[config.mk]
export PLATFORM = sky130hd
export DESIGN_NAME = hex_dump
export DESIGN_NICKNAME = d
export VERILOG_FILES = /design/src/verilog/hex_dump_pkg.sv /design/src/verilog/bit_sampler.sv /design/src/verilog/density_demod.sv /design/src/verilog/capture_ram.sv /design/src/verilog/dump_sequencer.sv /design/src/verilog/uart_tx.sv /design/src/verilog/hex_dump.sv
export SDC_FILE = /design/constraint.sdc
export NUM_CORES = 2
export LEC_CHECK = 0
export ABC_CLOCK_PERIOD_IN_PS = 4300
export BUFFER_PORTS_ARGS = -buffer_cell sky130_fd_sc_hd__buf_4
export CAP_MARGIN = 5
export CORE_AREA = 2 2 684 686
export CTS_BUF_LIST = sky130_fd_sc_hd__clkbuf_4
export DETAILED_ROUTE_END_ITERATION = 6
export DIE_AREA = 0 0 686 688
export PLACE_DENSITY_LB_ADDON = 0.25
export SLEW_MARGIN = 40
export SYNTH_ARGS = -nofsm -noshare
export SYNTH_HDL_FRONTEND = slang
export SYNTH_SLANG_ARGS = --single-unit
[constraint.sdc]
create_clock -name clk -period 4.3 [get_ports clk]
set_clock_uncertainty 0.1 [all_clocks]
set_input_delay 0.645 -clock clk [delete_from_list [all_inputs] [get_ports clk]]
set_output_delay 0.645 -clock clk [all_outputs]
set_load 0.02 [all_outputs]
[src/verilog/hex_dump_pkg.sv]
package hex_dump_pkg;

    // 16 consecutive samples, oldest in the msb
    typedef logic [15:0] sample_word_t;

    // byte handed from the dump sequencer to the uart
    typedef struct packed {
        logic [7:0] data;
        logic       valid;
    } uart_byte_t;

    localparam int density_window    = 255; // cycles per density window
    localparam int density_threshold = 224; // ones needed for level_high

    localparam int default_addr_width   = 8;     // 256 capture words
    localparam int default_clks_per_bit = 40000; // 48 MHz at 1200 baud

endpackage

[src/verilog/bit_sampler.sv]
module bit_sampler (
    input  logic                       clk,
    input  logic                       rst,
    input  logic                       sig,
    output hex_dump_pkg::sample_word_t word,
    output logic                       word_stb
);

    logic [14:0] shift;  // the 15 samples before the current one
    logic [3:0]  phase;  // position of the current sample in its word
    logic        last;

    assign last = (phase == 4'd15);

    // control state
    always_ff @(posedge clk) begin
        if (!rst) begin
            phase    <= 4'd0;
            word_stb <= 1'b0;
        end else begin
            phase    <= phase + 4'd1; // wraps after 16 samples
            word_stb <= last;
        end
    end

    // sample payload
    always_ff @(posedge clk) begin
        shift <= {shift[13:0], sig};
        if (last) begin
            word <= {shift, sig}; // newest sample lands in the lsb
        end
    end

endmodule

[src/verilog/density_demod.sv]
module density_demod (
    input  logic clk,
    input  logic rst,
    input  logic sig,
    output logic level_high
);

    localparam int win_w = $clog2(hex_dump_pkg::density_window);

    logic [win_w-1:0] win_cnt; // cycle within the window
    logic [win_w-1:0] ones;    // ones seen so far in the window
    logic [win_w:0]   total;   // count including the current sample
    logic             win_end;

    assign total   = {1'b0, ones} + {{win_w{1'b0}}, sig};
    assign win_end = (win_cnt == win_w'(hex_dump_pkg::density_window - 1));

    always_ff @(posedge clk) begin
        if (!rst) begin
            win_cnt    <= '0;
            ones       <= '0;
            level_high <= 1'b0;
        end else if (win_end) begin
            // compare the finished window, then start a fresh one
            level_high <= (total >= (win_w + 1)'(hex_dump_pkg::density_threshold));
            win_cnt    <= '0;
            ones       <= '0;
        end else begin
            win_cnt <= win_cnt + 1'b1;
            ones    <= total[win_w-1:0]; // cannot overflow before the window end
        end
    end

endmodule

[src/verilog/capture_ram.sv]
module capture_ram #(
    parameter int addr_width = hex_dump_pkg::default_addr_width
) (
    input  logic                       clk,
    input  logic [addr_width-1:0]      addr,
    input  hex_dump_pkg::sample_word_t wdata,
    input  logic                       we,
    output hex_dump_pkg::sample_word_t rdata
);

    localparam int depth = 2 ** addr_width;

    hex_dump_pkg::sample_word_t mem [depth];

    always_ff @(posedge clk) begin
        if (we) begin
            mem[addr] <= wdata;
        end
        rdata <= mem[addr]; // old data on a write cycle
    end

endmodule

[src/verilog/dump_sequencer.sv]
module dump_sequencer #(
    parameter int addr_width = hex_dump_pkg::default_addr_width
) (
    input  logic                       clk,
    input  logic                       rst,
    input  hex_dump_pkg::sample_word_t word,
    input  logic                       word_stb,
    input  logic                       dump_req,
    input  hex_dump_pkg::sample_word_t rdata,
    input  logic                       credit,
    output logic [addr_width-1:0]      addr,
    output hex_dump_pkg::sample_word_t wdata,
    output logic                       we,
    output hex_dump_pkg::uart_byte_t   tx_byte,
    output logic                       dump_done
);

    typedef enum logic [2:0] {
        st_capture,  // free-running capture, waiting for a request
        st_post,     // post-trigger capture of one full buffer
        st_low,      // send low byte of the word at addr
        st_high,     // send high byte, then step addr
        st_done      // wait for the last byte to reach the shifter
    } state_t;

    state_t                state;
    logic [addr_width-1:0] wr_addr;   // write address, doubles as dump read address
    logic [addr_width-1:0] next_addr;
    logic [addr_width-1:0] end_addr;  // oldest word, where the dump wraps around
    logic [addr_width-1:0] post_cnt;
    logic [1:0]            credits;
    logic                  fetch;     // ram read still in flight
    logic                  capturing;
    logic                  spend;
    logic [7:0]            tx_data;
    logic                  tx_valid;

    assign next_addr = wr_addr + 1'b1;
    assign capturing = (state == st_capture) || (state == st_post);
    assign we        = capturing && word_stb;
    assign addr      = wr_addr;
    assign wdata     = word;
    assign spend     = (credits != 2'd0) &&
                       (((state == st_low) && !fetch) || (state == st_high));

    assign tx_byte.data  = tx_data;
    assign tx_byte.valid = tx_valid;

    always_ff @(posedge clk) begin
        if (!rst) begin
            state     <= st_capture;
            wr_addr   <= '0;
            end_addr  <= '0;
            post_cnt  <= '0;
            fetch     <= 1'b0;
            dump_done <= 1'b0;
        end else begin
            dump_done <= 1'b0;
            if (we) begin
                wr_addr <= next_addr;
            end
            case (state)
                st_capture: begin
                    if (dump_req) begin
                        post_cnt <= '0;
                        state    <= st_post;
                    end
                end
                st_post: begin
                    if (word_stb) begin
                        post_cnt <= post_cnt + 1'b1;
                        if (post_cnt == '1) begin // last post-trigger word
                            end_addr <= next_addr;
                            fetch    <= 1'b1;
                            state    <= st_low;
                        end
                    end
                end
                st_low: begin
                    if (fetch) begin
                        fetch <= 1'b0; // rdata valid from next cycle
                    end else if (spend) begin
                        state <= st_high;
                    end
                end
                st_high: begin
                    if (spend) begin
                        wr_addr <= next_addr;
                        if (next_addr == end_addr) begin
                            state <= st_done;
                        end else begin
                            fetch <= 1'b1;
                            state <= st_low;
                        end
                    end
                end
                st_done: begin
                    if (credits != 2'd0) begin // last byte is in the shifter
                        dump_done <= 1'b1;
                        state     <= st_capture;
                    end
                end
                default: state <= st_capture;
            endcase
        end
    end

    // one credit at start, spent per byte, returned by the uart
    always_ff @(posedge clk) begin
        if (!rst) begin
            credits  <= 2'd1;
            tx_valid <= 1'b0;
        end else begin
            tx_valid <= spend;
            case ({spend, credit})
                2'b10:   credits <= credits - 2'd1;
                2'b01:   credits <= credits + 2'd1;
                default: credits <= credits;
            endcase
        end
    end

    always_ff @(posedge clk) begin
        if (spend) begin
            tx_data <= (state == st_high) ? rdata[15:8] : rdata[7:0];
        end
    end

endmodule

[src/verilog/uart_tx.sv]
module uart_tx #(
    parameter int clks_per_bit = hex_dump_pkg::default_clks_per_bit
) (
    input  logic                     clk,
    input  logic                     rst,
    input  hex_dump_pkg::uart_byte_t tx_byte,
    output logic                     tx_serial,
    output logic                     credit
);

    localparam int cnt_w = $clog2(clks_per_bit);

    logic [7:0]       hold;      // waiting byte
    logic             hold_full;
    logic [8:0]       frame;     // data bits still to go, then the stop bit
    logic             busy;
    logic [cnt_w-1:0] baud_cnt;
    logic [3:0]       bit_cnt;   // 0 start, 1..8 data, 9 stop
    logic             tick;
    logic             frame_end;
    logic             load;
    logic             shift;

    assign tick      = busy && (baud_cnt == cnt_w'(clks_per_bit - 1));
    assign frame_end = tick && (bit_cnt == 4'd9);
    assign load      = hold_full && (!busy || frame_end); // back to back frames
    assign shift     = tick && (bit_cnt != 4'd9);

    always_ff @(posedge clk) begin
        if (!rst) begin
            hold_full <= 1'b0;
            busy      <= 1'b0;
            baud_cnt  <= '0;
            bit_cnt   <= 4'd0;
            tx_serial <= 1'b1;
            credit    <= 1'b0;
        end else begin
            credit <= load;
            if (load) begin
                hold_full <= 1'b0;
                busy      <= 1'b1;
                baud_cnt  <= '0;
                bit_cnt   <= 4'd0;
                tx_serial <= 1'b0; // start bit
            end else if (busy) begin
                if (tick) begin
                    baud_cnt <= '0;
                    if (frame_end) begin
                        busy <= 1'b0;
                    end else begin
                        bit_cnt   <= bit_cnt + 4'd1;
                        tx_serial <= frame[0];
                    end
                end else begin
                    baud_cnt <= baud_cnt + 1'b1;
                end
            end
            if (tx_byte.valid) begin
                hold_full <= 1'b1; // credit rule keeps this from overrunning
            end
        end
    end

    always_ff @(posedge clk) begin
        if (tx_byte.valid) begin
            hold <= tx_byte.data;
        end
        if (load) begin
            frame <= {1'b1, hold};
        end else if (shift) begin
            frame <= {1'b1, frame[8:1]}; // lsb first
        end
    end

endmodule

[src/verilog/hex_dump.sv]
module hex_dump #(
    parameter int addr_width   = hex_dump_pkg::default_addr_width,
    parameter int clks_per_bit = hex_dump_pkg::default_clks_per_bit
) (
    input  logic clk,
    input  logic rst,
    input  logic sig,
    input  logic dump_req,
    output logic tx_serial,
    output logic level_high,
    output logic dump_done
);

    hex_dump_pkg::sample_word_t word;
    logic                       word_stb;
    logic [addr_width-1:0]      ram_addr;
    hex_dump_pkg::sample_word_t ram_wdata;
    hex_dump_pkg::sample_word_t ram_rdata;
    logic                       ram_we;
    hex_dump_pkg::uart_byte_t   tx_byte;
    logic                       credit;

    bit_sampler u_sampler (
        .clk      (clk),
        .rst      (rst),
        .sig      (sig),
        .word     (word),
        .word_stb (word_stb)
    );

    density_demod u_demod (
        .clk        (clk),
        .rst        (rst),
        .sig        (sig),
        .level_high (level_high)
    );

    capture_ram #(
        .addr_width (addr_width)
    ) u_ram (
        .clk   (clk),
        .addr  (ram_addr),
        .wdata (ram_wdata),
        .we    (ram_we),
        .rdata (ram_rdata)
    );

    dump_sequencer #(
        .addr_width (addr_width)
    ) u_seq (
        .clk       (clk),
        .rst       (rst),
        .word      (word),
        .word_stb  (word_stb),
        .dump_req  (dump_req),
        .rdata     (ram_rdata),
        .credit    (credit),
        .addr      (ram_addr),
        .wdata     (ram_wdata),
        .we        (ram_we),
        .tx_byte   (tx_byte),
        .dump_done (dump_done)
    );

    uart_tx #(
        .clks_per_bit (clks_per_bit)
    ) u_tx (
        .clk       (clk),
        .rst       (rst),
        .tx_byte   (tx_byte),
        .tx_serial (tx_serial),
        .credit    (credit)
    );

endmodule

==> results.json <==
{
  "violations": "DRC",
  "vias": 84142,
  "antenna_found_initial": 37,
  "route.detailed.drc": 1,
  "yosysTopAreaCellShare_pct": 76.6,
  "dieArea_sq_mm": 0.472,
  "outcome": "complete, but fails checks",
  "synth_simple_gate_area_share_pct": 2.04,
  "gp_routability_congestion": 0.895,
  "synth_top_cell_by_area": "edfxtp_1",
  "clock_latency_ps": 1710,
  "synth-xor-area-share_pct": 0.357,
  "worstSetupStartpointType": "register",
  "maxSlewHeadroom_pct": 32.6,
  "ant_nets": 0,
  "cts_root_buffer": "clkbuf_4",
  "clkTransAtPathRegs_ps": 70,
  "cts_buffers": 1169,
  "synth-edff-count": 4136,
  "drtIter0Drc": 10810,
  "clockBufferDepth": 5,
  "coreArea_sq_mm": 0.465,
  "critPathRequiredTime_ps": 5800,
  "wl_mm": 488,
  "cts_max_level": 7,
  "path_class": "reg -> reg",
  "ir_worst_vdd_mv": 0.255,
  "pre_cts_ws_ps": 31.5,
  "yosys_warnings": 0,
  "cts_tree": "done",
  "pin_count": 7,
  "syn-cell-area_sq_mm": 0.162,
  "synthTopCellsByArea": "edfxtp_1 (77%), mux4_2 (16%), dfxtp_1 (1.3%)",
  "rows": 251,
  "grt_max_degree": 152,
  "min-delay-path-class": "reg -> reg",
  "p_leak_nw": 59.5,
  "setup_viol": 0,
  "hold_violations": 0,
  "num-fill-cells": 41062,
  "grt_use_total_pct": 20.7,
  "grt_pass1_vias": 86696,
  "setup_ws_ps": 278,
  "numClockSinks": 4245,
  "firstDrtPassIters": 7,
  "critPathArrivalTime_ps": 5520,
  "synthMuxAreaShare_pct": 16.7,
  "die-height_um": 688,
  "viasPerCell": 5.42,
  "syn_area_per_cell_sq_um": 22.8,
  "crit_buf_inv": 3,
  "seq_area_frac_synth_pct": 77.9,
  "critical-path-max-stage-delay_ps": 760,
  "synth_adder_area_share_pct": 0.114,
  "stdcell_area_sq_mm": 0.189,
  "drive_gt1_share_pct": 41.4,
  "worstPathCellList": "buf_12 -> buf_4 -> mux4_2 -> a22oi_1 -> a21oi_1 -> nor4_2 -> buf_4 -> o22ai_1 -> or2_2",
  "fin_crit_ps": 4020,
  "async_flop_share_pct": 0,
  "rsz0062_at_grt": "false",
  "hold_ws_ps": 218,
  "power_mw": 80.9,
  "synthesis.nets": 7120,
  "final_nets": 8633,
  "crit_slowest_cell": "dfxtp_4",
  "fp.dieW_um": 686,
  "grt_pass1_wl_mm": 676,
  "ys_ff_latch": 4245,
  "grt_overflow": 0,
  "cp_common_cell": "buf_4",
  "routedWlPerCell_um": 31.5,
  "crit_family": "simple AND/OR/NAND/NOR gates",
  "area_growth_pct": 16.7,
  "synth-compound-area-share_pct": 1.53,
  "synth_ff_type": "edfxtp_1",
  "maxCapViolations": 0,
  "critical_path.max_fanout": 32,
  "maxSlewViolCount": 0,
  "worstMarginPinSlew_ps": 1010,
  "power_density_mw_per_mm2": 428,
  "port_buffers": 6,
  "dpl-instance-area_sq_mm": 0.176,
  "min_period_over_period_pct": 93.5,
  "end_kind": "register",
  "start_util_pct": 34.9,
  "timing.fmax_mhz": 249,
  "synthCells": 7102,
  "hpwl_mm": 298,
  "synth_cell_types": 68,
  "synth_top_family_by_area": "multiplexers",
  "regToRegSetupSlack_ps": 280
}
what timing repair did:
action / 4_1_cts / 5_1_grt
hold buffers: 6 / 0
gates resized for setup: 0 / 0
setup buffers: 6 / 0
endpoints found under the hold margin: 80 / 0
endpoints found under the setup margin: 1 / 0
cell usage after synthesis (4+ instances only):
cell type and count:
a221oi_1 6, dfxtp_1 109, nor4_1 16, xor2_1 30, a21oi_1 59, a211oi_1 18
or3_1 11, mux4_2 1143, buf_6 36, nand4_1 25, inv_1 12, mux2_2 18
and3_1 21, a22o_1 11, buf_1 64, nand3b_1 4, xnor2_1 23, a22oi_1 139
edfxtp_1 4136, nand2_1 153, and2_1 12, buf_2 115, nand3_1 64, or2_2 5
o32ai_1 9, nand2b_1 8, nor2b_1 15, buf_4 41, nor3_1 23, o21ai_0 10
nor2_1 366, clkbuf_1 137, ha_1 14, o22ai_1 49, a32oi_1 12, a31oi_1 14
mux2i_1 120
final cells by class:
cell class / count / area [sq um] / share of cell area (%)
Sequential cell: 4245 / 126000 / 66.8
Multi-Input combinational cell: 2450 / 34500 / 18.2
Clock buffer: 1631 / 12200 / 6.47
Tap cell: 6198 / 7750 / 4.10
Timing Repair Buffer: 735 / 7080 / 3.74
Clock inverter: 227 / 1180 / 0.624
Inverter: 14 / 60.1 / 0.0317
Antenna cell: 19 / 47.5 / 0.0251
registers in the layout (all words and copies together) (netlist names), 4 cells and up:
name	count
u_tx.hold	8
u_sampler.word	16
u_sampler.phase	4
u_tx.bit_cnt	4
u_demod.ones	8
u_ram.rdata	16
u_seq.tx_data	8
u_tx.frame	8
u_ram.mem	4096
u_sampler.shift	15
u_tx.baud_cnt	16
u_demod.win_cnt	8
u_seq.addr	8
u_seq.post_cnt	8
u_seq.end_addr	8
logic make-up (layout without fill, tap and decap cells):
group | count (synthesis) | in the layout
compound gates | 352 | 352
xor+xnor | 58 | 58
fa+ha+maj | 15 | 15
buf+inv | 407 | 2607
flops | 4245 | 4245
mux | 1281 | 1281
other cells | 0 | 19
simple gates | 744 | 744
worst paths after layout:
| kind | startpoint | endpoint | cells after the start |
|---|---|---|---|
| setup / recovery | u_seq.addr[1] | u_ram.rdata[1] | 9 |
| hold / removal | u_sampler.shift[5] | u_sampler.shift[6] | 0 |
| setup reg to reg | u_seq.addr[1] | u_ram.rdata[1] | 9 |
| hold reg to reg | u_sampler.shift[5] | u_sampler.shift[6] | 0 |
layout by cell type (no fill, tap or decap), drive strengths merged, types with 16 or more instances in the layout:
master	n
nor4	16
edfxtp	4136
mux4	1143
nand2	153
a211oi	18
nand4	25
mux2i	120
and3	21
nor3	23
mux2	18
a22oi	139
clkinv	191
dfxtp	109
xnor2	23
xor2	30
diode	19
a21oi	59
inv	35
o22ai	49
nand3	64
clkbuf	1631
buf	729
nor2	366
metrics by stage:
stage / TNS (ps) / std cells / utilization, %
2_1_floorplan: 0 / 7102 / -
3_3_place_gp: -1450 / 13611 / 37.7
3_5_place_dp: 0 / 13627 / 37.7
4_1_cts: 0 / 15497 / 40.7
5_1_grt: 0 / 15515 / 40.7
6_report: 0 / 15519 / 40.7
metal layers:
layer / vias to the layer above / track usage (%) / wire length [um]
met5: - / 0 / 49
met4: 8 / 7.80 / 15000
met3: 663 / 5.44 / 43600
met2: 4275 / 32.3 / 231000
met1: 45338 / 27.8 / 199000
li1: 33858 / - / -
report_power, final:
group	switching, mW	internal (mW)
registers	0.0458	44.7
clock network	16.1	17.9
logic	1.05	1.06
total	17.2	63.7
Note: power is estimated with default switching activity, not from simulation.
